`src/pat_pkg.sv`:
```
package pat_pkg;

	// ============================================================
	// widths
	// ============================================================
	localparam int d_width        = 8;  // data, acc and memory word
	localparam int i_width        = 20; // instruction word
	localparam int pc_field_width = 16; // pc slot in the pipeline structs, pc_width bits used

	// instruction word layout
	//   [19:15] reserved
	//   [14:13] condition
	//   [12]    reserved
	//   [11:8]  i8 opcode, 4'hf opens the i3 space
	//   [7:4]   i3 opcode, 4'hf opens the i0 space
	//   [3:0]   i0 opcode
	//   [7:0]   i8 immediate, [2:0] i3 immediate

	// ============================================================
	// opcodes
	// ============================================================
	typedef enum logic [3:0] {
		op8_or   = 4'h0,
		op8_and  = 4'h1,
		op8_addm = 4'h2,
		op8_subm = 4'h3,
		op8_add  = 4'h4,
		op8_sub  = 4'h5,
		op8_ldi  = 4'h6,
		op8_ldm  = 4'h7,
		op8_bf   = 4'h8,
		op8_bb   = 4'h9,
		op8_stam = 4'hb,
		op8_orm  = 4'hd,
		op8_andm = 4'he,
		op8_pfx  = 4'hf  // into i3 class
	} opc8_e;

	typedef enum logic [3:0] {
		op3_shl = 4'h0,
		op3_shr = 4'h2,
		op3_asr = 4'h3,
		op3_in  = 4'h5,
		op3_out = 4'h8,
		op3_pfx = 4'hf  // into i0 class
	} opc3_e;

	typedef enum logic [3:0] {
		op0_not = 4'h0,
		op0_nop = 4'hf
	} opc0_e;

	typedef enum logic [3:0] {
		alu_or, alu_and, alu_not, alu_add, alu_sub,
		alu_shl, alu_shr, alu_asr, alu_pass
	} alu_op_e;

	typedef enum logic [1:0] {
		src_alu, // alu result
		src_imm, // immediate straight in
		src_in   // input port
	} src_e;

	typedef enum logic [1:0] {
		cond_zero   = 2'b00,
		cond_neg    = 2'b01,
		cond_dflt   = 2'b10, // also always
		cond_always = 2'b11
	} cond_e;

	// ============================================================
	// pipeline structs
	// ============================================================
	typedef struct packed {
		logic                      valid;
		alu_op_e                   alu_op;
		src_e                      src;
		logic                      mem_rd;  // alu b comes from memory
		logic                      wr_acc;
		logic                      mem_wr;  // stam
		logic                      out;
		logic                      bf;
		logic                      bb;
		cond_e                     cond;
		logic [d_width-1:0]        imm;     // also the memory address
		logic [pc_field_width-1:0] pc;      // own pc, for branch targets
	} pat_ctrl_t;

	typedef struct packed {
		logic [i_width-1:0]        word;
		logic [pc_field_width-1:0] pc;
		logic                      valid;
	} fetch_t;

endpackage

```
`src/pat_alu.sv`:
```
`timescale 1ns/1ps

module pat_alu (
	input  logic [pat_pkg::d_width-1:0] i_a,   // accumulator
	input  logic [pat_pkg::d_width-1:0] i_b,   // memory word or immediate
	input  pat_pkg::alu_op_e            i_op,
	output logic [pat_pkg::d_width-1:0] o_y
);

	localparam int dw = pat_pkg::d_width;

	logic [dw-1:0] b_inv;    // b or ~b
	logic [dw-1:0] addsub;
	logic          is_sub;
	logic [2:0]    shamt;

	// shared adder, sub is a + ~b + 1
	assign is_sub = (i_op == pat_pkg::alu_sub);
	assign b_inv  = is_sub ? ~i_b : i_b;
	assign addsub = i_a + b_inv + dw'(is_sub);  // wraps mod 2^dw

	assign shamt = i_b[2:0];  // only low bits count

	always_comb
	begin
		case (i_op)
			pat_pkg::alu_or:   o_y = i_a | i_b;
			pat_pkg::alu_and:  o_y = i_a & i_b;
			pat_pkg::alu_not:  o_y = ~i_a;
			pat_pkg::alu_add,
			pat_pkg::alu_sub:  o_y = addsub;
			pat_pkg::alu_shl:  o_y = i_a << shamt;                       // zero fill
			pat_pkg::alu_shr:  o_y = i_a >> shamt;                       // zero fill
			pat_pkg::alu_asr:  o_y = dw'($signed(i_a) >>> shamt);        // sign fill
			pat_pkg::alu_pass: o_y = i_b;   // ldm
			default:           o_y = i_b;
		endcase
	end

endmodule

```
`src/pat_data_mem.sv`:
```
`timescale 1ns/1ps

module pat_data_mem #(
	parameter int dmem_depth = 32
) (
	input  logic                          clk,
	input  logic [$clog2(dmem_depth)-1:0] i_rd_adr,
	input  logic [$clog2(dmem_depth)-1:0] i_wr_adr,
	input  logic                          i_wr_en,
	input  logic [pat_pkg::d_width-1:0]   i_wr_data,
	output logic [pat_pkg::d_width-1:0]   o_rd_data
);

	logic [pat_pkg::d_width-1:0] mem [dmem_depth];

	// read straight through, same cycle
	assign o_rd_data = mem[i_rd_adr];

	// write lands on the edge, next cycle reads it
	always_ff @(posedge clk)
	begin
		if (i_wr_en)
			mem[i_wr_adr] <= i_wr_data;
	end

endmodule

```
`src/pat_fetch.sv`:
```
`timescale 1ns/1ps

module pat_fetch #(
	parameter int pc_width = 10
) (
	input  logic                         i_clk,
	input  logic                         i_reset,
	input  logic [pat_pkg::i_width-1:0]  i_instruction,
	input  logic                         i_redirect,  // taken branch from execute
	input  logic [pc_width-1:0]          i_target,
	output logic [pc_width-1:0]          o_pc,
	output pat_pkg::fetch_t              o_fetch
);

	localparam int pc_fw = pat_pkg::pc_field_width;

	logic [pc_width-1:0] pc;
	logic [pc_width-1:0] pc_next;

	// ============================================================
	// program counter
	// ============================================================
	// one word per cycle, no stall
	always_comb
	begin
		if (i_redirect)
			pc_next = i_target;        // branch wins
		else
			pc_next = pc + 1'b1;       // wraps at pc_width
	end

	always_ff @(posedge i_clk)
	begin
		if (i_reset)
			pc <= '0;
		else
			pc <= pc_next;
	end

	assign o_pc = pc;

	// ============================================================
	// fetch register
	// ============================================================
	// word returned for o_pc lands here with the pc it came from
	always_ff @(posedge i_clk)
	begin
		o_fetch.word <= i_instruction;
		o_fetch.pc   <= pc_fw'(pc);
		if (i_reset || i_redirect)
			o_fetch.valid <= 1'b0;     // squash the word behind a branch
		else
			o_fetch.valid <= 1'b1;
	end

endmodule

```
`src/pat_decoder.sv`:
```
`timescale 1ns/1ps

module pat_decoder #(
	parameter int pc_width = 10
) (
	input  logic               clk,
	input  logic               reset,
	input  pat_pkg::fetch_t    i_fetch,
	input  logic               i_flush,   // redirect from execute
	output pat_pkg::pat_ctrl_t o_ctrl
);

	localparam int pc_fw = pat_pkg::pc_field_width;

	pat_pkg::opc8_e     op8;
	pat_pkg::opc3_e     op3;
	pat_pkg::opc0_e     op0;
	pat_pkg::pat_ctrl_t ctrl_d;

	// field split
	assign op8 = pat_pkg::opc8_e'(i_fetch.word[11:8]);
	assign op3 = pat_pkg::opc3_e'(i_fetch.word[7:4]);
	assign op0 = pat_pkg::opc0_e'(i_fetch.word[3:0]);

	always_comb
	begin
		ctrl_d        = '0;
		ctrl_d.valid  = i_fetch.valid;
		ctrl_d.alu_op = pat_pkg::alu_pass;
		ctrl_d.src    = pat_pkg::src_alu;
		ctrl_d.cond   = pat_pkg::cond_e'(i_fetch.word[14:13]);
		ctrl_d.imm    = i_fetch.word[7:0];
		ctrl_d.pc     = pc_fw'(i_fetch.pc[pc_width-1:0]);

		if (op8 != pat_pkg::op8_pfx)
		begin
			// i8 class
			case (op8)
				pat_pkg::op8_or:   begin ctrl_d.alu_op = pat_pkg::alu_or;  ctrl_d.wr_acc = 1'b1; end
				pat_pkg::op8_and:  begin ctrl_d.alu_op = pat_pkg::alu_and; ctrl_d.wr_acc = 1'b1; end
				pat_pkg::op8_add:  begin ctrl_d.alu_op = pat_pkg::alu_add; ctrl_d.wr_acc = 1'b1; end
				pat_pkg::op8_sub:  begin ctrl_d.alu_op = pat_pkg::alu_sub; ctrl_d.wr_acc = 1'b1; end
				pat_pkg::op8_addm: begin ctrl_d.alu_op = pat_pkg::alu_add; ctrl_d.mem_rd = 1'b1; ctrl_d.wr_acc = 1'b1; end
				pat_pkg::op8_subm: begin ctrl_d.alu_op = pat_pkg::alu_sub; ctrl_d.mem_rd = 1'b1; ctrl_d.wr_acc = 1'b1; end
				pat_pkg::op8_orm:  begin ctrl_d.alu_op = pat_pkg::alu_or;  ctrl_d.mem_rd = 1'b1; ctrl_d.wr_acc = 1'b1; end
				pat_pkg::op8_andm: begin ctrl_d.alu_op = pat_pkg::alu_and; ctrl_d.mem_rd = 1'b1; ctrl_d.wr_acc = 1'b1; end
				pat_pkg::op8_ldm:  begin ctrl_d.mem_rd = 1'b1; ctrl_d.wr_acc = 1'b1; end // pass b
				pat_pkg::op8_ldi:  begin ctrl_d.src = pat_pkg::src_imm; ctrl_d.wr_acc = 1'b1; end
				pat_pkg::op8_stam: ctrl_d.mem_wr = 1'b1;
				pat_pkg::op8_bf:   ctrl_d.bf = 1'b1;
				pat_pkg::op8_bb:   ctrl_d.bb = 1'b1;
				default:           ctrl_d.valid = 1'b0; // dropped opcode, bubble
			endcase
		end
		else if (op3 != pat_pkg::op3_pfx)
		begin
			// i3 class, 3 bit immediate zero extended
			ctrl_d.imm = {5'b0, i_fetch.word[2:0]};
			case (op3)
				pat_pkg::op3_shl: begin ctrl_d.alu_op = pat_pkg::alu_shl; ctrl_d.wr_acc = 1'b1; end
				pat_pkg::op3_shr: begin ctrl_d.alu_op = pat_pkg::alu_shr; ctrl_d.wr_acc = 1'b1; end
				pat_pkg::op3_asr: begin ctrl_d.alu_op = pat_pkg::alu_asr; ctrl_d.wr_acc = 1'b1; end
				pat_pkg::op3_in:  begin ctrl_d.src = pat_pkg::src_in; ctrl_d.wr_acc = 1'b1; end
				pat_pkg::op3_out: ctrl_d.out = 1'b1;
				default:          ctrl_d.valid = 1'b0;
			endcase
		end
		else
		begin
			// i0 class
			case (op0)
				pat_pkg::op0_not: begin ctrl_d.alu_op = pat_pkg::alu_not; ctrl_d.wr_acc = 1'b1; end
				pat_pkg::op0_nop: ; // valid, does nothing
				default:          ctrl_d.valid = 1'b0;
			endcase
		end
	end

	// control register
	always_ff @(posedge clk)
	begin
		o_ctrl <= ctrl_d;
		if (reset || i_flush)
			o_ctrl.valid <= 1'b0;  // kill on branch
	end

endmodule

```
`src/pat_execute.sv`:
```
`timescale 1ns/1ps

module pat_execute #(
	parameter int pc_width = 10
) (
	input  logic                        clk,
	input  logic                        reset,
	input  pat_pkg::pat_ctrl_t          i_ctrl,
	input  logic [pat_pkg::d_width-1:0] i_inputs,
	input  logic [pat_pkg::d_width-1:0] i_mem_rd_data,
	output logic [pat_pkg::d_width-1:0] o_mem_rd_adr,
	output logic [pat_pkg::d_width-1:0] o_mem_wr_adr,
	output logic                        o_mem_wr_en,
	output logic [pat_pkg::d_width-1:0] o_mem_wr_data,
	output logic                        o_redirect,
	output logic [pc_width-1:0]         o_target,
	output logic [pat_pkg::d_width-1:0] o_acc,
	output logic [pat_pkg::d_width-1:0] o_outputs
);

	localparam int dw = pat_pkg::d_width;

	logic [dw-1:0]       acc;
	logic                z, n;     // flags from last acc write
	logic                cond_ok;
	logic                commit;
	logic [dw-1:0]       alu_b;
	logic [dw-1:0]       alu_y;
	logic [dw-1:0]       result;
	logic [pc_width-1:0] own_pc;

	// ============================================================
	// condition and operands
	// ============================================================
	always_comb
	begin
		case (i_ctrl.cond)
			pat_pkg::cond_zero: cond_ok = z;
			pat_pkg::cond_neg:  cond_ok = n;
			default:            cond_ok = 1'b1;  // both always codes
		endcase
	end

	assign commit = i_ctrl.valid && cond_ok;
	assign alu_b  = i_ctrl.mem_rd ? i_mem_rd_data : i_ctrl.imm;

	pat_alu u_alu (
		.i_a  (acc),
		.i_b  (alu_b),
		.i_op (i_ctrl.alu_op),
		.o_y  (alu_y)
	);

	assign result = (i_ctrl.src == pat_pkg::src_imm) ? i_ctrl.imm :
	                (i_ctrl.src == pat_pkg::src_in)  ? i_inputs : alu_y;

	// memory port, address is the immediate
	assign o_mem_rd_adr  = i_ctrl.imm;
	assign o_mem_wr_adr  = i_ctrl.imm;
	assign o_mem_wr_data = acc;
	assign o_mem_wr_en   = commit && i_ctrl.mem_wr;

	// branch, relative to own pc, wraps
	assign own_pc     = i_ctrl.pc[pc_width-1:0];
	assign o_target   = i_ctrl.bb ? own_pc - pc_width'(i_ctrl.imm) : own_pc + pc_width'(i_ctrl.imm);
	assign o_redirect = commit && (i_ctrl.bf || i_ctrl.bb);

	// ============================================================
	// commit
	// ============================================================
	always_ff @(posedge clk)
	begin
		if (reset)
		begin
			acc       <= '0;
			z         <= 1'b1;   // acc is zero
			n         <= 1'b0;
			o_outputs <= '0;
		end
		else
		begin
			if (commit && i_ctrl.wr_acc)
			begin
				acc <= result;
				z   <= (result == '0);
				n   <= result[dw-1];
			end
			if (commit && i_ctrl.out)
				o_outputs <= acc;
		end
	end

	assign o_acc = acc;

endmodule

```
`src/pat_top.sv`:
```
`timescale 1ns/1ps

module pat_top #(
	parameter int pc_width   = 10,
	parameter int dmem_depth = 32
) (
	input  logic                        clk,
	input  logic                        reset,
	input  logic [pat_pkg::i_width-1:0] i_instruction,
	input  logic [pat_pkg::d_width-1:0] i_inputs,
	output logic [pc_width-1:0]         o_pc,
	output logic [pat_pkg::d_width-1:0] o_acc,
	output logic [pat_pkg::d_width-1:0] o_outputs
);

	localparam int adr_w = $clog2(dmem_depth);

	pat_pkg::fetch_t             fetch_q;
	pat_pkg::pat_ctrl_t          ctrl_q;
	logic                        redirect;
	logic [pc_width-1:0]         target;
	logic [pat_pkg::d_width-1:0] mem_rd_adr, mem_wr_adr;
	logic [pat_pkg::d_width-1:0] mem_rd_data, mem_wr_data;
	logic                        mem_wr_en;

	// stage 1
	pat_fetch #(.pc_width(pc_width)) u_fetch (
		.i_clk         (clk),
		.i_reset       (reset),
		.i_instruction (i_instruction),
		.i_redirect    (redirect),
		.i_target      (target),
		.o_pc          (o_pc),
		.o_fetch       (fetch_q)
	);

	// stage 2
	pat_decoder #(.pc_width(pc_width)) u_decoder (
		.clk     (clk),
		.reset   (reset),
		.i_fetch (fetch_q),
		.i_flush (redirect),
		.o_ctrl  (ctrl_q)
	);

	// stage 3
	pat_execute #(.pc_width(pc_width)) u_execute (
		.clk           (clk),
		.reset         (reset),
		.i_ctrl        (ctrl_q),
		.i_inputs      (i_inputs),
		.i_mem_rd_data (mem_rd_data),
		.o_mem_rd_adr  (mem_rd_adr),
		.o_mem_wr_adr  (mem_wr_adr),
		.o_mem_wr_en   (mem_wr_en),
		.o_mem_wr_data (mem_wr_data),
		.o_redirect    (redirect),
		.o_target      (target),
		.o_acc         (o_acc),
		.o_outputs     (o_outputs)
	);

	// low address bits only
	pat_data_mem #(.dmem_depth(dmem_depth)) u_dmem (
		.clk       (clk),
		.i_rd_adr  (mem_rd_adr[adr_w-1:0]),
		.i_wr_adr  (mem_wr_adr[adr_w-1:0]),
		.i_wr_en   (mem_wr_en),
		.i_wr_data (mem_wr_data),
		.o_rd_data (mem_rd_data)
	);

endmodule

```
`config.mk`:
```
export PLATFORM = sky130hd
export DESIGN_NAME = pat_top
export DESIGN_NICKNAME = d
export VERILOG_FILES = /design/src/pat_pkg.sv /design/src/pat_alu.sv /design/src/pat_data_mem.sv /design/src/pat_fetch.sv /design/src/pat_decoder.sv /design/src/pat_execute.sv /design/src/pat_top.sv
export SDC_FILE = /design/constraint.sdc
export NUM_CORES = 1
export LEC_CHECK = 0
export BUFFER_PORTS_ARGS = -buffer_cell sky130_fd_sc_hd__buf_2
export CORE_UTILIZATION = 55
export CTS_CLUSTER_SIZE = 40
export DETAILED_ROUTE_END_ITERATION = 6
export PLACE_DENSITY = 0.74
export SLEW_MARGIN = 20
export SYNTH_ARGS = -nofsm -noshare
export SYNTH_HDL_FRONTEND = slang
export SYNTH_SLANG_ARGS = --single-unit
```
`constraint.sdc`:
```
create_clock -name clk -period 4.78 [get_ports clk]
set_input_delay 0.239 -clock clk [delete_from_list [all_inputs] [get_ports clk]]
set_output_delay 0.239 -clock clk [all_outputs]
set_load 0.005 [all_outputs]
```
# Yosys cells after proc, flatten, opt, wreduce, memory -nomap -nowiden
# Memories as Yosys holds them, arrays and structs flattened. A register that Yosys moved wholly into a read port is not among the register bits.
# Cells that the tools add are included.
[op_classes]
addsub = 5
eq_ne = 29
shift = 3
n_mux = 34
bitwise_logic = 5
n_reduce_logical = 25
[op_table]
columns = ["operator", "count"]
rows = [
  ["8-bit one-hot mux with 7 select lines", 1],
  ["8-bit 2-to-1 mux", 6],
  ["4-bit by 3-bit == test with 1-bit output (second input constant)", 9],
  ["4-bit == test (second input constant)", 7],
  ["4-bit by 2-bit == test with 1-bit output (second input constant)", 6],
  ["10-bit 2-to-1 mux", 2],
  ["1-bit 2-to-1 mux", 17],
  ["4-bit zero test", 4],
  ["8-bit NOT", 2],
  ["4-bit one-hot mux with 4 select lines", 1],
  ["2-bit OR reduction", 7],
  ["13-bit OR reduction", 1],
  ["4-bit one-hot mux with 3 select lines", 1],
  ["10-bit by 1-bit adder with 10-bit output (second input constant)", 1],
  ["10-bit by 8-bit adder with 10-bit output", 1],
  ["10-bit OR reduction", 1],
  ["5-bit OR reduction", 2],
  ["10-bit by 8-bit subtractor with 10-bit output", 1],
  ["8-bit by 1-bit adder with 8-bit output", 1],
  ["8-bit adder", 1],
  ["8-bit AND", 1],
  ["4-bit by 1-bit == test with 1-bit output (second input constant)", 2],
  ["8-bit zero test", 1],
  ["4-bit != test (second input constant)", 2],
  ["16 further kinds", 23],
]
[word_totals]
reg_bits = 87
mem_bits_rw = 256
inputBits = 30
out_inout_bits = 26
elab_cells = 122
memories = 1
[mem_list]
columns = ["name", "depth", "width", "read_ports", "rd_ports_with_merged_regs", "wr", "line", "rtl"]
rows = [
  ["u_dmem.mem", 32, 8, 1, 1, 1, "pat_data_mem.sv:14", "logic [pat_pkg::d_width-1:0] mem [dmem_depth];"],
]

# Logic depth before layout (Yosys ltp)
# Gate-level depths: netlist of the first run.
[logic_depth]
word_depth = 9
mapped_depth = 23
depth_no_buf = 17

# Modules after synthesis
# A second synthesis of the first run with hierarchy kept.
[hier_totals]
cells_unflattened = 1029
hier_area_um2 = 15439.8
[by_module_without_submodules]
columns = ["mod", "instances", "cells_each", "area_each_um2", "seq_area_each_um2"]
rows = [
  ["pat_data_mem", 1, 409, 9893.2, 7687.4],
  ["pat_execute", 1, 206, 1712.9, 340.3],
  ["pat_alu", 1, 199, 1487.7, 0.0],
  ["pat_fetch", 1, 100, 1188.6, 820.8],
  ["pat_decoder", 1, 115, 1157.4, 660.6],
]

# Least setup slack after synthesis of the first run
# OpenSTA, ideal clock, no wires.
[synth_path]
kind = "register to register"
startpoint = "register u_decoder.o_ctrl[17] (netlist bit)"
endpoint = "register u_execute.z"
setup_ns = 0.059
arrival_ns = 4.535
required_time_ns = 4.721
slack_ns = 0.187
path_stages_with_launch = 22
path_buffers = 6
synth_period_minus_slack_ns = 4.593
cell_sequence = "dfxtp_1 buf_6 buf_12 buf_6 buf_2 buf_2 buf_2 mux4_2 nor2b_1 a21oi_1 a32oi_1 xor2_1 ha_1 a21oi_1 o211ai_1 a311o_1 a31oi_1 o41ai_1 a31o_1 o41a_1 nor4_2 a31o_1"
[synth_via]
elab_chain_len = 9
elab_cells_between_ends = 14
cone_classes = "2 x add/sub; 3 x shift; 5 x mux; 3 x bitwise; 1 x reduce/logical"
[synth_lines]
columns = ["item", "line", "rtl"]
rows = [
  ["start: declaration", "pat_decoder.sv:10", "output pat_pkg::pat_ctrl_t o_ctrl"],
  ["start signal: assignment", "pat_decoder.sv:82", "o_ctrl <= ctrl_d;"],
  ["8-bit 2-to-1 mux", "pat_execute.sv:45", "assign alu_b = i_ctrl.mem_rd ? i_mem_rd_data : i_ctrl.imm;"],
  ["8-bit NOT", "pat_alu.sv:19", "assign b_inv = is_sub ? ~i_b : i_b;"],
  ["8-bit 2-to-1 mux", "pat_alu.sv:19", ""],
  ["8-bit adder", "pat_alu.sv:20", "assign addsub = i_a + b_inv + dw'(is_sub);"],
  ["8-bit by 1-bit adder with 8-bit output", "pat_alu.sv:20", ""],
  ["8-bit one-hot mux with 7 select lines", "pat_alu.sv:26", "case (i_op)"],
  ["8-bit 2-to-1 mux", "pat_execute.sv:55", "(i_ctrl.src == pat_pkg::src_in) ? i_inputs : alu_y;"],
  ["8-bit 2-to-1 mux *", "pat_execute.sv:54", "assign result = (i_ctrl.src == pat_pkg::src_imm) ? i_ctrl.imm :"],
  ["8-bit zero test *", "pat_execute.sv:85", "z <= (result == '0);"],
  ["end signal: assignment", "pat_execute.sv:85", ""],
  ["end: declaration", "pat_execute.sv:24", "logic z, n;"],
]
# Mark *: on every way between the ends. The rest lies on a longest branch, timed or not.
# A chain may end at the register's enable or synchronous reset.

# Worst setup path in the final report of the first run
[layout_path]
startpoint = "register u_decoder.o_ctrl[19] (netlist bit)"
endpoint = "register u_execute.z"
# Same word-level chain as after synthesis.

==> results.toml, run 1 <==
[power]
p_comb_share_pct = 10.5
swShare_pct = 24.25
power_leakage_nw = 6.321
power.switching_mw = 1.631
pwr-share-seq_pct = 48.5
clockPowerShare_pct = 41.0
power.density_nw_per_um2 = 380.0
peakVddDrop_mv = 0.3274
finalPower_mw = 6.726
p_int_mw = 5.095

[floorplan]
initial_core_util_pct = 55.81
num_rows = 61
die_w_um = 169.7
die-area_um2 = 28790
die_h_um = 169.7
core_area_um2 = 27710
pin_count = 56

[synthesis]
postSynthRegisterBits = 341
synthArstFlopShare_pct = 0
synth_edf_count = 256
synth-main-ff-cell = "edfxtp_1"
synth_largest_area_cell = "edfxtp_1"
synthesis.area_um2 = 15460
synth_cells = 1174
syn_nets = 1226
synth.top_cells.by_area = "edfxtp_1 50%, dfxtp_1 11%, mux2i_1 6.1%, mux4_2 3.9%, nor2_1 2.2%"
syn_area_per_cell_um2 = 13.17
yosysSeqAreaShare_pct = 60.72
synth_warnings = 0
synth_top_area_share_pct = 49.71
synthDistinctLibCells = 89

[critical_path]
r2r.worst_path.cells = 19
startpoint = "u_decoder.o_ctrl[19]"
regToRegStartpoint = "u_decoder.o_ctrl[19]"
cp-end-kind = "flop"
critPathRequiredTime_ps = 5260
crit_type = "reg -> reg"
crit_path_end = "u_execute.z"
cp.arrival_ps = 5110
reg2reg_slack_ps = 150
timing.rr.end = "u_execute.z"
cp-start-kind = "flop"
worst-path-max-fanout = 11

[placed_design]
numPortBuffers = 49
dp_cells = 1582
gp_congestion = 0.9254
dp_hpwl_um = 26220

[drt]
avgRoutedWirePerCell_um = 24.27
dr.pass1.iters = 7
drc = 0
ant_nets = 0
via_count = 10460
drt_iter0_drc = 1321
via_per_inst = 6.265
wl_um = 40510

[timing]
worst_slew_pin_slew_ps = 927.5
period_needed_ps = 4629
fmaxAchievable_ghz = 0.2160
skew_ps = 13.49
slew_violations = 0
fin_crit_sh_pct = 96.83
whs_ps = 177.1
finalHoldViolations = 0
relSlewSlack_pct = 37.94
setup_viol = 0

[clock_tree]
root_buffer = "clkbuf_16"
cts_inserted_buffers = 36
clk_path_buf_depth = 3
clkSinkCount = 341
clk_pin_slew_ps = 60
clock_latency_ps = 540
htreeDepth = 2
tritoncts = "done"

[worst_hold_path]
hp-start = "reset"
worstHoldPathType = "in -> reg"

[finish]
mostFrequentLayoutCells = "256 x edfxtp_1, 93 x mux2i_1, 90 x nor2_1"
antenna-diode-count = 0
instances_no_fill = 1669
utilization_pct = 63.88
area_growth_pct = 14.45
layout_commonest_cell = "edfxtp_1"
nNetsFinal = 1315
drive_gt1_share_pct = 18.36

[run_status]
outcome = "complete, no violations"

[grt]
overflow = 0
antenna_found_initial = 0
grt_usage_pct = 28.42
grt_max_degree = 46
grt_pass1_wl_um = 60170
grt_pass1_vias = 9972

[flow_run]
drv_cap = 0
-- worst max-delay path, stage by stage, from the launching register on --
cell and delay, ps:
dfxtp_2 390, buf_4 210, or4b_1 540, buf_4 160, o22ai_1 280, nor4b_2 140
a31o_1 310, mux2i_1 220, inv_1 90, fa_1 440, a21o_1 180, a21oi_1 210
o21ai_0 160, xor2_1 170, nand2_1 80, o211ai_1 140, a211oi_1 200, o221ai_1 180
a211oi_1 300, a31o_1 170
-- Yosys cell counts, drive strengths merged (6+ instances only) --
library cell    n
edfxtp        256
mux2i          94
nor2           91
dfxtp          85
nand2          76
a21oi          41
nand3          41
buf            39
o21ai          35
clkbuf         32
mux4           28
o22ai          24
inv            21
ha             20
xnor2          20
nor2b          15
nor3           15
a211oi         14
a31oi          14
mux2           14
xor2           12
a21o           11
nand2b         11
o21a           11
a22oi           8
nor4            8
or2             7
nand4           6
or3             6
or4b            6
-- state kept, by name, indices dropped and copies added, names as in the netlist --
register             count
u_execute.o_outputs      8
u_dmem.mem             256
u_execute.n              1
u_execute.z              1
u_decoder.o_ctrl        33
u_fetch.o_fetch         25
u_fetch.o_pc            10
u_execute.o_acc          7
-- through the flow --
stage / instance area [µm²] / setup slack, ps / setup TNS, ps
floorplan: 15460 / 186.6 / 0
detailed placement: 16220 / 26.08 / 0
global placement: 16220 / 78.92 / 0
finish: 17700 / 151.4 / 0
global route: 17700 / -0.7412 / -0.7412
CTS: 17550 / 15.32 / 0
-- power by group through the flow --
stage          clock, mW  combinational (mW)  sequential (mW)
3_5_place_dp           0               0.665             3.32
2_1_floorplan          0               0.464             3.31
6_report            2.76               0.704             3.26
4_1_cts             2.78               0.679             3.26
5_1_grt             2.90               0.757             3.27
3_3_place_gp           0               0.659             3.32
-- routing by layer --
layer,share of wire (%),vias to the layer above,global-route usage (%)
met2,46,514,43.92
li1,-,4702,-
met3,8.5,100,5.177
met1,43,5140,40.68
met4,2.9,0,9.322
met5,0,-,0
-- repair_timing --
action                     in CTS  in global routing
gates cloned                    0                  2
setup endpoints to repair       1                  3
hold buffers                   14                  0
gates resized for setup         1                 11
hold endpoints to repair       14                  0
buffers inserted                0                  5
-- logic make-up after synthesis --
logic type	after synthesis	synth area share, %
XOR/XNOR	32	1.812
flip-flops	341	60.72
AO/OA/AOI/OAI	223	10.16
multiplexers	136	11.21
AND/OR/NAND/NOR	325	11.00
adder cells (fa/ha/maj)	22	1.877
buffers and inverters	95	3.228
-- cell type report --
class	count	area [µm²]
fillers	2049	10010
clock buffers	50	1046
well taps	378	473.0
flip-flops and latches	341	9402
multi-input cells	738	5619
repair buffers	122	925.9
inverters	24	90.09
clock inverters	16	142.6
-- worst min-delay path by stage --
stage,depth (start not counted),to
CTS,2,u_execute.o_acc[1]
finish,2,u_execute.o_acc[1]
global placement,0,u_decoder.o_ctrl[6]
detailed placement,0,u_decoder.o_ctrl[3]
floorplan,0,u_fetch.o_fetch[17]
global route,2,u_execute.o_acc[0]
(Power assumes the default switching activity.)
==> run 2: changes to the inputs <==
GPL_TIMING_DRIVEN = 0   (was unset)
==> results.toml, run 2 (synthesis gave the netlist of run 1 again) <==
[run_status]
outcome = "finished with violations"
failed_checks = "design-rule violations, negative setup slack"

[placed_design]
numPortBuffers = 48
dpl_worst_slack_ps = -1256
dp_hpwl_um = 29670
gp_congestion = 1.008

[flow_run]
drv_cap = 0

[floorplan]
num_rows = 61
die_h_um = 169.7
initial_core_util_pct = 55.81
pin_count = 56
die-area_um2 = 28790
core_area_um2 = 27710
die_w_um = 169.7

[drt]
via_count = 11130
avgRoutedWirePerCell_um = 26.31
wl_um = 45810
drc = 2
ant_nets = 0
dr.pass1.iters = 7
drt_iter0_drc = 1393
via_per_inst = 6.395

[finish]
utilization_pct = 67.05
seq_area_um2 = 9405
largest_reg_flops = 256
mostFrequentLayoutCells = "256 x edfxtp_1, 89 x nor2_1, 76 x mux2i_1"
nNetsFinal = 1390
drive_gt1_share_pct = 23.62
area_growth_pct = 20.12
layout_commonest_cell = "edfxtp_1"
regMostFlops = "u_dmem.mem"
fillers = 1992
multi_input_area_um2 = 5901
antenna-diode-count = 0
reg.largest.list = "u_dmem.mem (256), u_decoder.o_ctrl (33), u_fetch.o_fetch (25)"

[critical_path]
path_buf_inv = 5
path_delay_family = "compound AO/OA/AOI/OAI gates"
cp-end-kind = "flop"
critPathRequiredTime_ps = 5240
crit_type = "reg -> reg"
path_common_cell = "buf_12"
cp-start-kind = "flop"
crit_path_max_incr_delay_ps = 440
worst-path-max-fanout = 10
slowest_stage = "o41a_1"
cp.arrival_ps = 5330
cp_cell_sequence = "buf_6 > buf_12 > buf_12 > buf_12 > buf_12 > mux2i_1 > o22ai_1 > nor4_4 > a311oi_2 > a21o_1 > xor2_1 > ha_1 > a21oi_2 > o211ai_1 > a311o_1 > a31oi_2 > o41ai_2 > a31o_1 > o41a_1 > nor4_2 > a31o_1"

[timing]
whs_ps = 248.9
setup_viol = 2
rsz0062_at_grt = "yes"
fmaxAchievable_ghz = 0.2054
fin_ws_ps = -88.46
skew_ps = 27.86
fin_crit_sh_pct = 101.9
worst_slew_pin_slew_ps = 1091
relSlewSlack_pct = 27.01
period_needed_ps = 4868
slew_violations = 0
finalHoldViolations = 0

[clock_tree]
clk_path_buf_depth = 3
root_buffer = "clkbuf_16"
tritoncts = "done"
clock_latency_ps = 540
cts_inserted_buffers = 35
clkSinkCount = 341
htreeDepth = 2
clk_pin_slew_ps = 60

[grt]
grt_pass1_wl_um = 67030
grt_pass1_vias = 10370
overflow = 0
grt_max_degree = 38
grt_usage_pct = 32.04
antenna_found_initial = 0

[power]
power.density_nw_per_um2 = 363.7
peakVddDrop_mv = 0.3546
power_leakage_nw = 6.617
finalPower_mw = 6.756

[worst_hold_path]
worstHoldPathType = "in -> reg"
run 2: worst register-to-register path: stages (launching register included):
cell,delay [ps]
dfxtp_2,350
buf_6,110
buf_12,130
buf_12,150
buf_12,150
buf_12,180
mux2i_1,290
o22ai_1,160
nor4_4,370
a311oi_2,210
a21o_1,230
xor2_1,150
ha_1,240
a21oi_2,190
o211ai_1,130
a311o_1,380
a31oi_2,190
o41ai_2,100
a31o_1,200
o41a_1,440
nor4_2,260
a31o_1,170
run 2: power breakdown:
group	internal, mW	switching, mW	total, mW
Combinational	0.359	0.472	0.831
Sequential	3.21	0.0664	3.28
Clock	1.49	1.15	2.65
run 2: final timing paths:
kind	from	end	slack [ps]	cells after the start
worst max-delay path	u_decoder.o_ctrl[17]	u_execute.z	-90	21
worst min-delay path	reset	u_fetch.o_fetch[0]	250	2
worst max register to register	u_decoder.o_ctrl[17]	u_execute.z	-90	21
worst min register to register	u_fetch.o_fetch[2]	u_decoder.o_ctrl[1]	320	0
run 2: stage by stage:
step | cell area, µm² | TNS, ps | std cells
6_report | 18580 | -149.0 | 1741
3_5_place_dp | 16210 | -4961 | 1601
2_1_floorplan | 15460 | 0 | 1174
4_1_cts | 18120 | 0 | 1706
5_1_grt | 18580 | -351.2 | 1741
3_3_place_gp | 16180 | -4775 | 1600
run 2: final cells by class:
class / instances / share of cell area [%]
multi-input cells: 738 / 31.77
clock inverters: 17 / 0.9363
plain buffers: 70 / 3.294
flip-flops and latches: 341 / 50.63
well taps: 378 / 2.546
repair buffers: 128 / 5.348
inverters: 24 / 0.5052
clock buffers: 45 / 4.971
run 2: layer usage:
| layer | vias to the layer above | global-route usage (%) | routed length (µm) |
|---|---|---|---|
| li1 | 4848 | - | - |
| met1 | 5456 | 46.45 | 18910 |
| met2 | 684 | 48.31 | 20690 |
| met3 | 146 | 5.690 | 4420 |
| met4 | 0 | 12.10 | 1780 |
| met5 | - | 0 | 0 |
run 2: repair_timing:
action,4_1_cts,5_1_grt
hold endpoints to repair,14,0
cloned,2,1
pin swaps,14,22
hold buffers,14,0
endpoints found under the setup margin,9,4
resized for setup,91,39
buffers inserted,28,34
